$ cat config.mk
export PLATFORM = sky130hd
export DESIGN_NAME = spim_top
export DESIGN_NICKNAME = d
export VERILOG_FILES = /design/src/rtl/spim_pkg.sv /design/src/rtl/spim_lane_if.sv /design/src/rtl/spim_tx_shift.sv /design/src/rtl/spim_rx_shift.sv /design/src/rtl/spim_burst_ctrl.sv /design/src/rtl/spim_top.sv
export SDC_FILE = /design/constraint.sdc
export NUM_CORES = 1
export LEC_CHECK = 0
export BUFFER_PORTS_ARGS = -buffer_cell sky130_fd_sc_hd__buf_2
export CAP_MARGIN = 10
export CORE_ASPECT_RATIO = 0.8
export CORE_MARGIN = 2
export CORE_UTILIZATION = 30
export DETAILED_ROUTE_END_ITERATION = 12
export GPL_TIMING_DRIVEN = 0
export PLACE_DENSITY_LB_ADDON = 0.3
export SETUP_SLACK_MARGIN = 0.02
export SYNTH_ARGS = -nofsm -noshare
export SYNTH_HDL_FRONTEND = slang
export SYNTH_HIERARCHICAL = 1
export SYNTH_SLANG_ARGS = --single-unit
$ cat constraint.sdc
create_clock -name sclk_in -period 3.25 [get_ports sclk_in]
set_input_delay 0.65 -clock sclk_in [delete_from_list [all_inputs] [get_ports sclk_in]]
set_output_delay 0.65 -clock sclk_in [all_outputs]
set_load 0.05 [all_outputs]
$ cat src/rtl/spim_pkg.sv
//////////////////////////////
// spim package
// word and burst widths, shared types and the
// burst controller state encoding
//////////////////////////////

package spim_pkg;

	parameter int WORD_W    = 32;	// serial word, msb first
	parameter int BURST_W   = 14;	// burst length and word index width
	parameter int BIT_CNT_W = 5;	// bit position inside a word

	typedef logic [WORD_W-1:0]  word_t;
	typedef logic [BURST_W-1:0] burst_t;

	//////////////////////////////
	// controller states
	//////////////////////////////
	typedef enum logic [2:0] {
		ST_IDLE,	// waiting for a rising edge on s_transvld
		ST_CMD,		// first word being fetched, frame not yet open
		ST_SHIFT,	// frame open, words streaming
		ST_LAST,	// frame closed, waiting for the last rx word
		ST_END		// wind down before the done pulse
	} spim_state_e;

endpackage

$ cat src/rtl/spim_lane_if.sv
//////////////////////////////
// spim lane interface
// framing and word traffic between the burst
// controller and the two shifters
//////////////////////////////

interface spim_lane_if #(
	parameter int WORD_W = spim_pkg::WORD_W
) ();

	logic              frame_on;	// selected slave active
	logic              word_load;	// next falling edge starts a new word
	logic [WORD_W-1:0] tx_word;	// word to be sent
	logic [WORD_W-1:0] rx_word;	// last assembled word
	logic              rx_valid;	// one cycle per received word

	modport ctrl (
		output frame_on,
		output word_load,
		output tx_word,
		input  rx_word,
		input  rx_valid
	);

	modport tx (
		input frame_on,
		input word_load,
		input tx_word
	);

	modport rx (
		input  frame_on,
		output rx_word,
		output rx_valid
	);

endinterface

$ cat src/rtl/spim_tx_shift.sv
//////////////////////////////
// spim transmit shifter
// launches words on mosi at falling edges,
// msb first, zero fill behind the word
//////////////////////////////

module spim_tx_shift #(
	parameter int WORD_W = spim_pkg::WORD_W
) (
	input  logic       sclk_in,
	input  logic       rst_n,
	spim_lane_if.tx    lane,
	output logic       mosi
);

	// bits of the current word still waiting to go out
	logic [WORD_W-1:0] stage_q;

	//////////////////////////////
	// falling edge shift path
	//////////////////////////////
	always_ff @(negedge sclk_in or negedge rst_n) begin
		if (!rst_n) begin
			stage_q <= '0;
			mosi    <= 1'b0;
		end
		else if (!lane.frame_on) begin	// idle line between bursts
			stage_q <= '0;
			mosi    <= 1'b0;
		end
		else if (lane.word_load) begin
			// msb goes straight out, rest is staged
			mosi    <= lane.tx_word[WORD_W-1];
			stage_q <= {lane.tx_word[WORD_W-2:0], 1'b0};
		end
		else begin
			mosi    <= stage_q[WORD_W-1];
			stage_q <= {stage_q[WORD_W-2:0], 1'b0};	// zero fill
		end
	end

endmodule

$ cat src/rtl/spim_rx_shift.sv
//////////////////////////////
// spim receive shifter
// samples miso on rising edges and hands
// each complete word to the controller
//////////////////////////////

module spim_rx_shift #(
	parameter int WORD_W = spim_pkg::WORD_W
) (
	input  logic    sclk_in,
	input  logic    rst_n,
	input  logic    miso,
	spim_lane_if.rx lane
);

	import spim_pkg::*;

	localparam logic [BIT_CNT_W-1:0] BIT_LAST = BIT_CNT_W'(WORD_W - 1);

	logic [BIT_CNT_W-1:0] cnt_q;	// bits taken in the current word
	logic [WORD_W-1:0]    shift_q;
	logic                 word_done;

	assign word_done = lane.frame_on & (cnt_q == BIT_LAST);

	//////////////////////////////
	// bit counter and word strobe
	//////////////////////////////
	always_ff @(posedge sclk_in or negedge rst_n) begin
		if (!rst_n) begin
			cnt_q         <= '0;
			lane.rx_valid <= 1'b0;
		end
		else begin
			lane.rx_valid <= word_done;
			if (!lane.frame_on)
				cnt_q <= '0;	// realign on every frame
			else
				cnt_q <= cnt_q + 1'b1;	// wraps at the word boundary
		end
	end

	// data path, msb arrives first
	always_ff @(posedge sclk_in) begin
		if (lane.frame_on)
			shift_q <= {shift_q[WORD_W-2:0], miso};
		if (word_done)
			lane.rx_word <= {shift_q[WORD_W-2:0], miso};	// include the bit sampled now
	end

endmodule

$ cat src/rtl/spim_burst_ctrl.sv
//////////////////////////////
// spim burst controller
// sequences a burst of words, fetches tx data,
// drives the slave selects and the strobes
//////////////////////////////

module spim_burst_ctrl #(
	parameter int WORD_W  = spim_pkg::WORD_W,
	parameter int BURST_W = spim_pkg::BURST_W
) (
	input  logic             sclk_in,
	input  logic             rst_n,
	input  spim_pkg::word_t  tx_rdata,
	input  spim_pkg::burst_t spim_brstlen,
	input  logic             s_transvld,
	input  logic             spim_rdnwr,
	input  logic [1:0]       spim_sselect,
	spim_lane_if.ctrl        lane,
	output logic             ss_n_0,
	output logic             ss_n_1,
	output logic             ss_n_2,
	output logic             ss_n_3,
	output logic             spi_read,
	output logic             spi_write,
	output logic             cmd_is_read,
	output logic             cmd_is_write,
	output spim_pkg::burst_t tx_addr,
	output spim_pkg::burst_t rx_addr,
	output spim_pkg::word_t  rx_wdata,
	output logic             stransvld_up
);

	import spim_pkg::*;

	localparam logic [BIT_CNT_W-1:0] BIT_LAST  = BIT_CNT_W'(WORD_W - 1);
	localparam logic [BIT_CNT_W-1:0] BIT_FETCH = BIT_CNT_W'(WORD_W - 4);	// 4 bits before the end

	spim_state_e          state;
	logic                 s_transvld_q;
	logic                 start;
	logic                 busy;
	logic                 dir_rd;		// latched spim_rdnwr
	logic [1:0]           sel_q;		// latched slave number
	logic [BIT_CNT_W-1:0] bit_cnt;
	logic [BURST_W-1:0]   words_left;	// words still to start after the current one
	logic                 more_words;
	logic                 fetch_q;		// tx_rdata is valid this cycle
	logic [3:0]           ss_dec;

	assign start      = s_transvld & ~s_transvld_q & (state == ST_IDLE);
	assign busy       = (state != ST_IDLE);
	assign more_words = (words_left != '0);

	//////////////////////////////
	// strobes and levels
	//////////////////////////////
	assign spi_read = start | ((state == ST_SHIFT) & (bit_cnt == BIT_FETCH) & more_words);

	// direction shows up together with the first fetch
	assign cmd_is_read  = busy ? dir_rd : (start & spim_rdnwr);
	assign cmd_is_write = busy ? ~dir_rd : (start & ~spim_rdnwr);

	assign spi_write = lane.rx_valid & busy & dir_rd;
	assign rx_wdata  = lane.rx_word;

	//////////////////////////////
	// burst sequencer
	//////////////////////////////
	always_ff @(posedge sclk_in or negedge rst_n) begin
		if (!rst_n) begin
			state          <= ST_IDLE;
			s_transvld_q   <= 1'b0;
			dir_rd         <= 1'b0;
			sel_q          <= 2'd0;
			words_left     <= '0;
			bit_cnt        <= '0;
			lane.frame_on  <= 1'b0;
			lane.word_load <= 1'b0;
			stransvld_up   <= 1'b0;
		end
		else begin
			s_transvld_q   <= s_transvld;
			lane.word_load <= 1'b0;
			stransvld_up   <= 1'b0;
			case (state)
				ST_IDLE: begin
					if (start) begin
						state      <= ST_CMD;
						dir_rd     <= spim_rdnwr;
						sel_q      <= spim_sselect;
						words_left <= spim_brstlen - 1'b1;	// word 0 is already on its way
					end
				end
				ST_CMD: begin	// word 0 captured on the falling edge of this cycle
					state          <= ST_SHIFT;
					lane.frame_on  <= 1'b1;
					lane.word_load <= 1'b1;
					bit_cnt        <= '0;
				end
				ST_SHIFT: begin
					bit_cnt <= bit_cnt + 1'b1;
					if (bit_cnt == BIT_LAST) begin
						if (more_words) begin	// back to back, no gap
							lane.word_load <= 1'b1;
							words_left     <= words_left - 1'b1;
						end
						else begin
							lane.frame_on <= 1'b0;
							state         <= ST_LAST;
						end
					end
				end
				ST_LAST: begin
					if (lane.rx_valid) begin	// last word is in
						state   <= ST_END;
						bit_cnt <= '0;
					end
				end
				ST_END: begin
					// two cycles of wind down, reusing the bit counter
					bit_cnt <= bit_cnt + 1'b1;
					if (bit_cnt[0]) begin
						state        <= ST_IDLE;
						stransvld_up <= 1'b1;
					end
				end
				default: state <= ST_IDLE;
			endcase
		end
	end

	//////////////////////////////
	// word indices
	//////////////////////////////
	always_ff @(posedge sclk_in or negedge rst_n) begin
		if (!rst_n) begin
			fetch_q <= 1'b0;
			tx_addr <= '0;
			rx_addr <= '0;
		end
		else begin
			fetch_q <= spi_read;
			if (state == ST_END) begin	// ready for the next burst
				tx_addr <= '0;
				rx_addr <= '0;
			end
			else begin
				if (spi_read)
					tx_addr <= tx_addr + 1'b1;
				if (lane.rx_valid)
					rx_addr <= rx_addr + 1'b1;	// counted on writes too
			end
		end
	end

	// fetched word, held until the tx shifter loads it
	always_ff @(negedge sclk_in) begin
		if (fetch_q)
			lane.tx_word <= tx_rdata;
	end

	//////////////////////////////
	// slave select
	//////////////////////////////
	always_comb begin
		ss_dec = 4'b1111;
		if (lane.frame_on)
			ss_dec[sel_q] = 1'b0;
	end

	always_ff @(negedge sclk_in or negedge rst_n) begin
		if (!rst_n) begin
			ss_n_0 <= 1'b1;
			ss_n_1 <= 1'b1;
			ss_n_2 <= 1'b1;
			ss_n_3 <= 1'b1;
		end
		else begin
			ss_n_0 <= ss_dec[0];
			ss_n_1 <= ss_dec[1];
			ss_n_2 <= ss_dec[2];
			ss_n_3 <= ss_dec[3];
		end
	end

endmodule

$ cat src/rtl/spim_top.sv
//////////////////////////////
// spim top
// spi master burst engine in mode 0
//////////////////////////////

module spim_top #(
	parameter int WORD_W  = spim_pkg::WORD_W,
	parameter int BURST_W = spim_pkg::BURST_W
) (
	input  logic             sclk_in,
	input  logic             rst_n,
	input  logic             miso,
	input  spim_pkg::word_t  tx_rdata,
	input  spim_pkg::burst_t spim_brstlen,
	input  logic             s_transvld,
	input  logic             spim_rdnwr,
	input  logic [1:0]       spim_sselect,
	output logic             ss_n_0,
	output logic             ss_n_1,
	output logic             ss_n_2,
	output logic             ss_n_3,
	output logic             sclk,
	output logic             mosi,
	output logic             spi_read,
	output logic             spi_write,
	output logic             cmd_is_read,
	output logic             cmd_is_write,
	output spim_pkg::burst_t tx_addr,
	output spim_pkg::burst_t rx_addr,
	output spim_pkg::word_t  rx_wdata,
	output logic             stransvld_up
);

	spim_lane_if #(.WORD_W(WORD_W)) lane ();

	assign sclk = sclk_in;	// serial clock is the core clock

	spim_burst_ctrl #(
		.WORD_W  (WORD_W),
		.BURST_W (BURST_W)
	) spim_burst_ctrl_inst (
		.sclk_in      (sclk_in),
		.rst_n        (rst_n),
		.tx_rdata     (tx_rdata),
		.spim_brstlen (spim_brstlen),
		.s_transvld   (s_transvld),
		.spim_rdnwr   (spim_rdnwr),
		.spim_sselect (spim_sselect),
		.lane         (lane.ctrl),
		.ss_n_0       (ss_n_0),
		.ss_n_1       (ss_n_1),
		.ss_n_2       (ss_n_2),
		.ss_n_3       (ss_n_3),
		.spi_read     (spi_read),
		.spi_write    (spi_write),
		.cmd_is_read  (cmd_is_read),
		.cmd_is_write (cmd_is_write),
		.tx_addr      (tx_addr),
		.rx_addr      (rx_addr),
		.rx_wdata     (rx_wdata),
		.stransvld_up (stransvld_up)
	);

	// falling edge side
	spim_tx_shift #(.WORD_W(WORD_W)) spim_tx_shift_inst (
		.sclk_in (sclk_in),
		.rst_n   (rst_n),
		.lane    (lane.tx),
		.mosi    (mosi)
	);

	// rising edge side
	spim_rx_shift #(.WORD_W(WORD_W)) spim_rx_shift_inst (
		.sclk_in (sclk_in),
		.rst_n   (rst_n),
		.miso    (miso),
		.lane    (lane.rx)
	);

endmodule

==> metrics.md, run 1 <==
| Metric | Value |
|---|---|
| Status | `complete, but fails checks` |
| Failing checks | `negative setup slack` |
| Mapped Area | `0.00830 sq mm` |
| Die X | `190 um` |
| Yosys top cell area share | `34.4%` |
| Ant diodes | `0` |
| # fillers | `2648` |
| Number of flops mapped to enable cells by yosys | `95` |
| Ys async rst share | `51.3%` |
| Final WS setup | `-321 ps` |
| Final Hold Viols | `0` |
| Fraction of layout cells with a size suffix above 1 | `29.2%` |
| Boundary Pins | `124` |
| Critical path peak fanout | `1` |
| Sw Share | `30.8%` |
| Vias/cell | `4.58` |
| Crit-path cells | `buf_8` |
| All-Layer GR Usage | `13.5%` |
| Final Core Density | `38.3%` |
| Worst-Margin Slew | `816 ps` |
| CP Launch Point | `spim_burst_ctrl_inst/ss_n_2` |
| Routed vias | `5510` |
| DIE HEIGHT | `153 um` |
| Critical Path RT | `2600 ps` |
| Synth warnings | `6` |
| Worst Skew | `71.2 ps` |
| Slowest stage delay, CP | `540 ps` |
| Flop2flop setup slack | `200 ps` |
| Most frequent cell after synthesis | `edfxtp_1` |
| Pwr Total | `6.32 mW` |
| P_leak | `4.35 nW` |
| Synthesis-to-layout area growth | `25.7%` |
| Ys flop type | `edfxtp_1` |
| Clk_lat worst skew | `600 ps` |
| Placed Area | `0.00941 sq mm` |
| Setup crit end kind | `output pin` |
| Type of the worst setup path | `flip-flop to output pin` |
| Mapped Cells | `639` |
| Slew HR | `45.6%` |
| Clk network pwr share | `42.9%` |
| Startpoint Class | `flip-flop` |
| Remaining antenna violation count | `0` |
| Largest area contributor in the netlist | `edfxtp_1` |
| DRC violations left | `0` |
| GPL Wtd Cong | `0.896` |
| Final non-filler cell area | `0.0104 sq mm` |
| Unrepaired setup endpoints after global routing | `yes` |
| Max VDD drop | `0.348 mV` |
| Final Setup Violations | `5` |
| Reg2Reg Launch Point | `spim_burst_ctrl_inst/lane.frame_on` |
| Hold Slack | `115 ps` |
| Seq/Total Area, Yosys | `64.6%` |
| Int Power | `4.38 mW` |
| Seq cells post-synth | `195` |
| Vias in the first global route | `5403` |
| CP Data Arrival Time | `2920 ps` |
| Synth cell types | `68` |
| Hold crit path type | `input port to async pin` |
| IO buf count | `123` |
| Top cells by area, synth | `edfxtp_1, dfrtp_1, dfrtn_1` |
| Total grt overflow | `0` |
| Seq pwr share | `44.5%` |
| Place WS | `-442 ps` |
| Top post-synthesis cells by count | `edfxtp_1, dfrtp_1, mux2i_1, nand2_1, nor2_1` |
| Routed wire length | `18.9 mm` |
| Gate power share | `12.7%` |
| CTS tree | `built` |
| Nets@finish | `888` |
| First-pass detailed-route iteration total | `5` |
| Largest net degree at the start of global routing | `59` |
| Slowest CP cell | `dfstp_2` |
| Post-Syn Nets | `700` |
| Switch Pwr | `1.95 mW` |
| Top cell family by delay on the critical path | `flip-flops` |
| Pins over their slew limit | `0` |
| Maxcap violations | `0` |
| Initial core utilization | `30.5%` |
| Die area | `0.0290 sq mm` |
| Core ar. | `0.0272 sq mm` |
| Num rows | `54` |
| Initial antenna violation count | `1` |
| Final HPWL DP | `12.4 mm` |
| Initial drt markers | `439` |
| Mean Syn Cell Area | `13.0 sq um` |
| Global-route wire length before repair | `29.9 mm` |
| Avg WL per Cell | `15.7 um` |
| Power Density | `606 mW/mm^2` |
| Critical path buffer and inverter count | `1` |
| Clk pin slew, worst setup/hold paths | `90 ps` |
==> stage by stage <==
step	instances	TNS, ps
2_1_floorplan	639	0
3_3_place_gp	1126	-50910
3_5_place_dp	1127	-3350
4_1_cts	1197	-1550
5_1_grt	1204	-1640
6_report	1204	-1400
==> registers in the layout, summed over array words and instances, names as in the netlist, 5 cells and up <==
name / count
spim_burst_ctrl_inst/words_left: 14
spim_tx_shift_inst/stage_q: 31
spim_burst_ctrl_inst/tx_addr: 14
spim_rx_shift_inst/shift_q: 31
spim_burst_ctrl_inst/rx_addr: 14
spim_rx_shift_inst/cnt_q: 5
spim_burst_ctrl_inst/lane.tx_word: 32
spim_rx_shift_inst/lane.rx_word: 32
spim_burst_ctrl_inst/bit_cnt: 5
==> power by group through the flow <==
stage	Clock (mW)	Sequential [mW]	Combinational, mW
6_report	2.71	2.81	0.802
5_1_grt	2.94	2.83	0.899
4_1_cts	2.80	2.81	0.788
3_5_place_dp	0.144	2.85	0.759
3_3_place_gp	0.144	2.85	0.742
2_1_floorplan	0.135	2.88	0.474
==> final cells by class <==
cell class              instances  area (sq um)  area share [%]
flip-flops and latches        195          5370            51.4
multi-input cells             374          2550            24.4
repair buffers                130           742            7.11
clock buffers                  21           505            4.84
well taps                     364           455            4.36
plain buffers                  59           427            4.09
clock inverters                51           353            3.38
inverters                      10          37.5           0.360
==> cell usage in the layout, fill, tap and decap left out, types with 24 or more instances in the layout <==
master    instances
buf_2           121
edfxtp_1         95
nor2b_1          34
nor2_1           38
inv_1            46
o21ai_0          29
buf_4            44
a21oi_1          24
nand2_1          40
mux2i_1          44
dfrtn_1          32
dfrtp_1          62
==> worst paths after layout <==
kind                       depth (start not counted)                                 end
min                                                1  spim_burst_ctrl_inst/words_left[9]
min in group sclk_in                               1   spim_burst_ctrl_inst/s_transvld_q
max in group asynchronous                          2       spim_tx_shift_inst/stage_q[3]
max                                                1                              ss_n_2
min reg2reg                                        1       spim_tx_shift_inst/stage_q[1]
max reg2reg                                        2      spim_tx_shift_inst/stage_q[31]
==> what timing repair did <==
action	CTS	global route
gates cloned	0	0
setup buffers	0	7
hold buffers	0	0
gates resized for setup	30	1
endpoints found under the setup margin	42	9
pin swaps	0	2
==> logic make-up (layout without fill, tap and decap cells) <==
group,after synthesis,after routing,synth area share [%]
DFF,195,195,64.6
muxes,49,49,5.98
adders and majority gates,8,8,1.21
AOI/OAI and AO/OA,95,95,7.64
xor gates and xnor gates,18,18,1.90
and+or+nand+nor,204,204,13.2
buffers and inverters,70,271,5.49
==> metal layers <==
metal,vias to the layer above,part of all wire (%),GRT usage (%)
li1,2652,-,-
met1,2692,50,19.7
met2,144,42,18.4
met3,20,5.9,3.75
met4,2,2.1,5.94
met5,-,0.058,0
Power figures use the tool's default switching activity.
==> run 2, diff against run 1 <==
--- a/config.mk
+++ b/config.mk
@@ -16,5 +16,4 @@
 export SETUP_SLACK_MARGIN = 0.02
 export SYNTH_ARGS = -nofsm -noshare
 export SYNTH_HDL_FRONTEND = slang
-export SYNTH_HIERARCHICAL = 1
 export SYNTH_SLANG_ARGS = --single-unit
==> run 2 against run 1 <==
Against the previous run: the run still ends with negative setup slack left; via count fell by 1.2%; clock power fell by 10%; largest power group unchanged; global-route usage fell by 0.37 points; utilization fell by 0.62 points; synthesized cell count fell by 0.78%; combinational power rose by 13%.
==> metrics.md, run 2 <==
| Metric | Value |
|---|---|
| Vias in the first global route | `5215 (-3.5%)` |
| Die X | `189 um (-0.69%)` |
| Worst-Margin Slew | `810 ps (-6.07 ps)` |
| IO buf count | `123 (unchanged)` |
| Most frequent cell after synthesis | `edfxtp_1` |
| Max VDD drop | `0.425 mV (+22%)` |
| Routed wire length | `18.1 mm (-4.1%)` |
| Die area | `0.0286 sq mm (-1.4%)` |
| Layout Cells excl Fill | `1197 (-0.58%)` |
| CTS tree | `built` |
| CP Data Arrival Time | `2880 ps (-40 ps)` |
| Largest area contributor in the netlist | `edfxtp_1` |
| Biggest regs | `spim_burst_ctrl_inst.lane.tx_word: 32 flops, spim_rx_shift_inst.lane.rx_word: 32 flops` |
| Type of the worst setup path | `flip-flop to output pin` |
| Seq pwr share | `45.7% (+1.2 points)` |
| Most used routing layer | `met1` |
| Gate power share | `14.7% (+2.0 points)` |
| Slew HR | `46.0% (+0.40 points)` |
| Top cells by area, synth | `edfxtp_1, dfrtp_1, dfrtn_1` |
| Int Power | `4.30 mW (-1.7%)` |
| Post-Syn Nets | `695 (-0.71%)` |
| Critical path peak fanout | `1 (unchanged)` |
| Maxcap violations | `0 (unchanged)` |
| Grt met3 use | `4.38% (+0.62 points)` |
| Unrepaired setup endpoints after global routing | `yes` |
| Synth cell types | `62 (-8.8%)` |
| Switch Pwr | `1.85 mW (-5.0%)` |
| Critical Path RT | `2600 ps (about the same)` |
| Avg WL per Cell | `15.1 um (-3.5%)` |
| Sw Share | `30.1% (-0.72 points)` |
| Final Setup Violations | `5 (unchanged)` |
| GPL Wtd Cong | `0.809 (-9.8%)` |
| Global routing met1 resource utilization | `18.7% (-0.98 points)` |
| Crit-path cells | `buf_8` |
| Clk pin slew, worst setup/hold paths | `70 ps (-20 ps)` |
| Number of flops mapped to enable cells by yosys | `95 (unchanged)` |
| Core ar. | `0.0270 sq mm (-0.74%)` |
| Largest net degree at the start of global routing | `44 (-25%)` |
| Final WS setup | `-282 ps (+38.6 ps)` |
| Num rows | `54 (unchanged)` |
| Vias/cell | `4.55 (-0.62%)` |
| Slowest stage delay, CP | `530 ps (about the same)` |
| Final HPWL DP | `12.3 mm (-1.1%)` |
| Seq cells post-synth | `195 (unchanged)` |
| Setup crit end kind | `output pin` |
| Nets@finish | `881 (-0.79%)` |
| Mapped Cells | `634 (-0.78%)` |
| Ant diodes | `0 (unchanged)` |
| Initial drt markers | `259 (-41%)` |
| Pins over their slew limit | `0 (unchanged)` |
| Top cell family by delay on the critical path | `flip-flops` |
| Top post-synthesis cells by count | `edfxtp_1, dfrtp_1, mux2i_1, nand2_1, nor2_1` |
| Final Hold Viols | `0 (unchanged)` |
| Ys async rst share | `51.3% (unchanged)` |
| Mapped Area | `0.00819 sq mm (-1.4%)` |
| Worst Skew | `68.7 ps (-2.50 ps)` |
| DRC violations left | `0 (unchanged)` |
| Most frequent cells in the layout | `buf_2, edfxtp_1, dfrtp_1` |
| Synthesis-to-layout area growth | `24.5%` |
| P_leak | `4.25 nW (-2.1%)` |
| Routed vias | `5444 (-1.2%)` |
| Power Density | `604 mW/mm^2 (-0.38%)` |
| Synth warnings | `0 (-6)` |
| Seq/Total Area, Yosys | `65.5% (+0.92 points)` |
| Yosys top cell area share | `34.8% (+0.49 points)` |
| Clk network pwr share | `39.5% (-3.4 points)` |
| Met2 Usage GRT | `18.7% (+0.33 points)` |
| Mean Syn Cell Area | `12.9 sq um (-0.62%)` |
| Fraction of layout cells with a size suffix above 1 | `24.0% (-5.2 points)` |
| Placed insts | `1124 (-0.27%)` |
| Hold crit path type | `input port to flip-flop` |
| First-pass detailed-route iteration total | `5 (unchanged)` |
| Slowest CP cell | `dfstp_2` |
| DIE HEIGHT | `152 um (-0.68%)` |
| All-Layer GR Usage | `13.1% (-0.37 points)` |
| Remaining antenna violation count | `0 (unchanged)` |
| Ys flop type | `edfxtp_1` |
| Commonest non-fill, non-tap cell in the layout | `buf_2` |
| Total grt overflow | `0 (unchanged)` |
| Initial antenna violation count | `0 (-1)` |
| Boundary Pins | `124 (unchanged)` |
| Startpoint Class | `flip-flop` |
| Status | `complete, but fails checks` |
| Fin Setup TNS | `-1250 ps (+156 ps)` |
| Critical path buffer and inverter count | `1 (unchanged)` |
| Clk_lat worst skew | `600 ps (about the same)` |
| Global-route wire length before repair | `28.7 mm (-3.9%)` |
| Failing checks | `negative setup slack` |
| Initial core utilization | `30.3% (-0.20 points)` |
## run 2: logic make-up after synthesis
logic type / after synthesis / synth area share [%]
DFF: 195 / 65.5
and+or+nand+nor: 216 / 14.0
xor gates and xnor gates: 22 / 2.35
adders and majority gates: 8 / 1.22
muxes: 59 / 7.24
buffers and inverters: 42 / 2.26
AOI/OAI and AO/OA: 92 / 7.43
## run 2: power groups by stage
stage | Sequential [mW] | Combinational (mW) | Clock, mW
final | 2.81 | 0.907 | 2.43
after global routing | 2.83 | 1.00 | 2.66
after CTS | 2.81 | 0.888 | 2.51
after detailed placement | 2.85 | 0.886 | 0.144
after global placement | 2.85 | 0.867 | 0.144
after floorplan | 2.90 | 0.572 | 0.135
## run 2: area by class of cell
cell class,count,area (sq um)
clock inverter,48,239
timing repair buffer,128,754
tap,364,455
sequential,195,5360
inverter,10,37.5
buffer,31,156
clock buffer,24,527
fill,2636,16800
multi-input combinational,397,2660
## run 2: final timing paths
path | start | end | slack (ps) | cells past startpoint
max reg2reg | spim_burst_ctrl_inst.lane.word_load | spim_tx_shift_inst.stage_q[21] | 150 | 4
min reg2reg | spim_rx_shift_inst.shift_q[30] | spim_rx_shift_inst.lane.rx_word[31] | 430 | 0
max in group asynchronous | rst_n | spim_burst_ctrl_inst.ss_n_3 | 260 | 4
max | spim_burst_ctrl_inst.ss_n_0 | ss_n_0 | -280 | 1
min | s_transvld | spim_burst_ctrl_inst.s_transvld_q | 260 | 1
min in group asynchronous | rst_n | spim_burst_ctrl_inst.tx_addr[9] | 540 | 2
## run 2: metal layers
layer | share of wire, % | wire (um) | up-vias
met4 | 1.0 | 184 | 0
li1 | - | - | 2653
met3 | 5.7 | 1040 | 13
met2 | 43 | 7720 | 125
met1 | 51 | 9150 | 2653
met5 | 0 | 0 | -
## run 2: what timing repair did
action / CTS / global route
hold buffers: 1 / 0
endpoints found under the setup margin: 36 / 22
resized for setup: 19 / 10
pin swaps: 0 / 1
hold endpoints to repair: 21 / 0
buffers inserted: 0 / 2
## run 2: metrics by stage
step / hold slack [ps] / util (%) / total power, mW / instance area, sq um / worst slack, ps
2_1_floorplan: 354 / - / 3.61 / 8190 / 28.5
3_3_place_gp: 390 / 34.3 / 3.86 / 9260 / -1280
3_5_place_dp: 399 / 34.5 / 3.88 / 9330 / -216
4_1_cts: 239 / 37.6 / 6.21 / 10200 / -305
5_1_grt: 242 / 37.7 / 6.49 / 10200 / -339
6_report: 264 / 37.7 / 6.15 / 10200 / -282
==> run 3, diff against run 2 <==
--- a/config.mk
+++ b/config.mk
@@ -8,10 +8,11 @@
 export BUFFER_PORTS_ARGS = -buffer_cell sky130_fd_sc_hd__buf_2
 export CAP_MARGIN = 10
 export CORE_ASPECT_RATIO = 0.8
-export CORE_MARGIN = 2
+export CORE_MARGIN = 3
 export CORE_UTILIZATION = 30
 export DETAILED_ROUTE_END_ITERATION = 12
 export GPL_TIMING_DRIVEN = 0
+export MAX_ROUTING_LAYER = met4
 export PLACE_DENSITY_LB_ADDON = 0.3
 export SETUP_SLACK_MARGIN = 0.02
 export SYNTH_ARGS = -nofsm -noshare
==> run 3 against run 2 <==
Against the previous run: the flow still finishes with violations (negative setup slack); combinational power is 2% lower; final cell count is 0.84% lower; worst setup slack better by 4.8 ps; critical path depth stayed put; first-iteration DRC count is 29% lower; final area is 0.26% higher; critical path type unchanged; largest cell class unchanged; highest routed layer unchanged.
==> metrics.md, run 3 (synthesis gave the netlist of run 2 again) <==
| Metric | Value |
|---|---|
| Failing checks | `negative setup slack` |
| Flop2flop setup slack | `190 ps (+40 ps)` |
| Pins over their slew limit | `0 (unchanged)` |
| Type of the worst setup path | `flip-flop to output pin` |
| Nets@finish | `877 (-0.45%)` |
| Routed wire length | `18.1 mm (about the same)` |
| Critical path peak fanout | `1 (unchanged)` |
| Vias in the first global route | `5453 (+4.6%)` |
| Post-CTS setup buffer count | `0 (unchanged)` |
| CP Data Arrival Time | `2880 ps (about the same)` |
| Placed Area | `0.00930 sq mm (-0.31%)` |
| Final HPWL DP | `12.4 mm (+0.81%)` |
| Fraction of layout cells with a size suffix above 1 | `24.4% (+0.36 points)` |
| Status | `complete, but fails checks` |
| Top Metal Used | `met4` |
| Slowest CP cell | `dfstp_2` |
| Global-route wire length before repair | `29.1 mm (+1.3%)` |
| Final non-filler cell area | `0.0102 sq mm (+0.26%)` |
| Final Core Density | `38.4% (+0.71 points)` |
| IO buf count | `123 (unchanged)` |
| Max VDD drop | `0.454 mV (+7.0%)` |
| Die area | `0.0293 sq mm (+2.4%)` |
| Num rows | `53 (-1.9%)` |
| Power Density | `622 mW/mm^2 (+3.0%)` |
| Setup crit end kind | `output pin` |
| Boundary Pins | `124 (unchanged)` |
| Final Hold Viols | `0 (unchanged)` |
| Vias/cell | `4.65 (+2.2%)` |
| Clk_lat worst skew | `600 ps (about the same)` |
| Biggest regs | `spim_burst_ctrl_inst.lane.tx_word: 32 flops, spim_rx_shift_inst.lane.rx_word: 32 flops` |
| Pwr Total | `6.36 mW (+3.3%)` |
| Remaining antenna violation count | `0 (unchanged)` |
| GPL Wtd Cong | `0.801 (-1.0%)` |
| Synthesis-to-layout area growth | `24.8%` |
| DIE HEIGHT | `154 um (+1.3%)` |
| Core ar. | `0.0266 sq mm (-1.6%)` |
| Top cell family by delay on the critical path | `flip-flops` |
| Met1 wire length | `9.14 mm (-0.11%)` |
| Critical Path RT | `2600 ps (about the same)` |
| Die X | `191 um (+1.1%)` |
| Number of hold buffers added after cts | `0 (-1)` |
| Final WS setup | `-278 ps (+4.78 ps)` |
| Slowest stage delay, CP | `520 ps (about the same)` |
| Largest net degree at the start of global routing | `63 (+43%)` |
| First-pass detailed-route iteration total | `5 (unchanged)` |
| Final Setup Violations | `5 (unchanged)` |
| Crit-path cells | `buf_8` |
| P_leak | `4.27 nW (+0.40%)` |
| Critical path buffer and inverter count | `1 (unchanged)` |
| Slew HR | `45.4% (-0.63 points)` |
| Unrepaired setup endpoints after global routing | `yes` |
| Maxcap violations | `0 (unchanged)` |
| Routed vias | `5517 (+1.3%)` |
| Clk pin slew, worst setup/hold paths | `70 ps (about the same)` |
| Most frequent cells in the layout | `buf_2, edfxtp_1, dfrtp_1` |
| Initial core utilization | `30.8% (+0.49 points)` |
| DR WL met3 | `934 um (-9.8%)` |
| Hold Slack | `85.0 ps (-179 ps)` |
| Commonest non-fill, non-tap cell in the layout | `buf_2` |
| Avg WL per Cell | `15.2 um (+0.74%)` |
| All-Layer GR Usage | `13.2% (+0.13 points)` |
| Met2 WL | `7.82 mm (+1.3%)` |
| Initial antenna violation count | `1 (+1)` |
| # fillers | `2612 (-0.91%)` |
| Initial drt markers | `185 (-29%)` |
| CTS tree | `built` |
| Total grt overflow | `0 (unchanged)` |
| Hold crit path type | `input port to async pin` |
| Worst Skew | `66.4 ps (-2.25 ps)` |
| Worst-Margin Slew | `819 ps (+9.48 ps)` |
| DRC violations left | `0 (unchanged)` |
| Startpoint Class | `flip-flop` |
## run 3: cell types whose count changed in the layout (fill, tap and decap cells not counted), sizes merged
| cell | delta |
|---|---|
| clkinv | -5 |
| inv | +4 |
| clkbuf | -3 |
| bufinv | +2 |
| buf | -1 |
| diode | +1 |
| dlygate4sd3 | -1 |
## run 3: what timing repair did
item,4_1_cts,5_1_grt
resized for setup,21,8
setup endpoints to repair,36,12
hold endpoints to repair,0,0
## run 3: worst paths after layout
kind                                                      startpoint                                end  depth (start not counted)
worst max-delay path                     spim_burst_ctrl_inst.ss_n_2                             ss_n_2                          1
worst min-delay path                                           rst_n    spim_burst_ctrl_inst.rx_addr[7]                          1
worst max register to register   spim_burst_ctrl_inst.lane.word_load     spim_tx_shift_inst.stage_q[23]                          4
worst min register to register  spim_burst_ctrl_inst.lane.tx_word[0]      spim_tx_shift_inst.stage_q[1]                          1
max in group asynchronous                                      rst_n        spim_burst_ctrl_inst.ss_n_0                          2
min in group sclk_in                                      s_transvld  spim_burst_ctrl_inst.s_transvld_q                          1
## run 3: final cells by class
class | count | area, sq um | area share, %
antenna | 1 | 2.50 | 0.0245
buffer | 31 | 153 | 1.49
clock buffer | 23 | 523 | 5.12
clock inverter | 49 | 317 | 3.10
inverter | 10 | 37.5 | 0.367
multi-input combinational | 397 | 2670 | 26.1
sequential | 195 | 5360 | 52.5
tap | 357 | 447 | 4.37
timing repair buffer | 124 | 709 | 6.94
## run 3: through the flow
step | std cells | setup WS, ps | TNS, ps
floorplan | 634 | 28.5 | 0
global placement | 1114 | -1240 | -77040
detailed placement | 1116 | -181 | -2860
CTS | 1186 | -309 | -1390
global route | 1187 | -337 | -1520
finish | 1187 | -278 | -1230
## run 3: report_power, final
part           leakage [nW]  internal (mW)  switching (mW)
clock                 0.544           1.44            1.20
sequential             2.13           2.69           0.129
combinational          1.60          0.331           0.559
total                  4.27           4.46            1.89
## run 3: per-layer routing
layer | vias to the layer above | track usage (%)
li1 | 2656 | -
met3 | 14 | 4.31
met1 | 2715 | 18.6
met2 | 132 | 18.3
met5 | - | -
met4 | 0 | 3.84
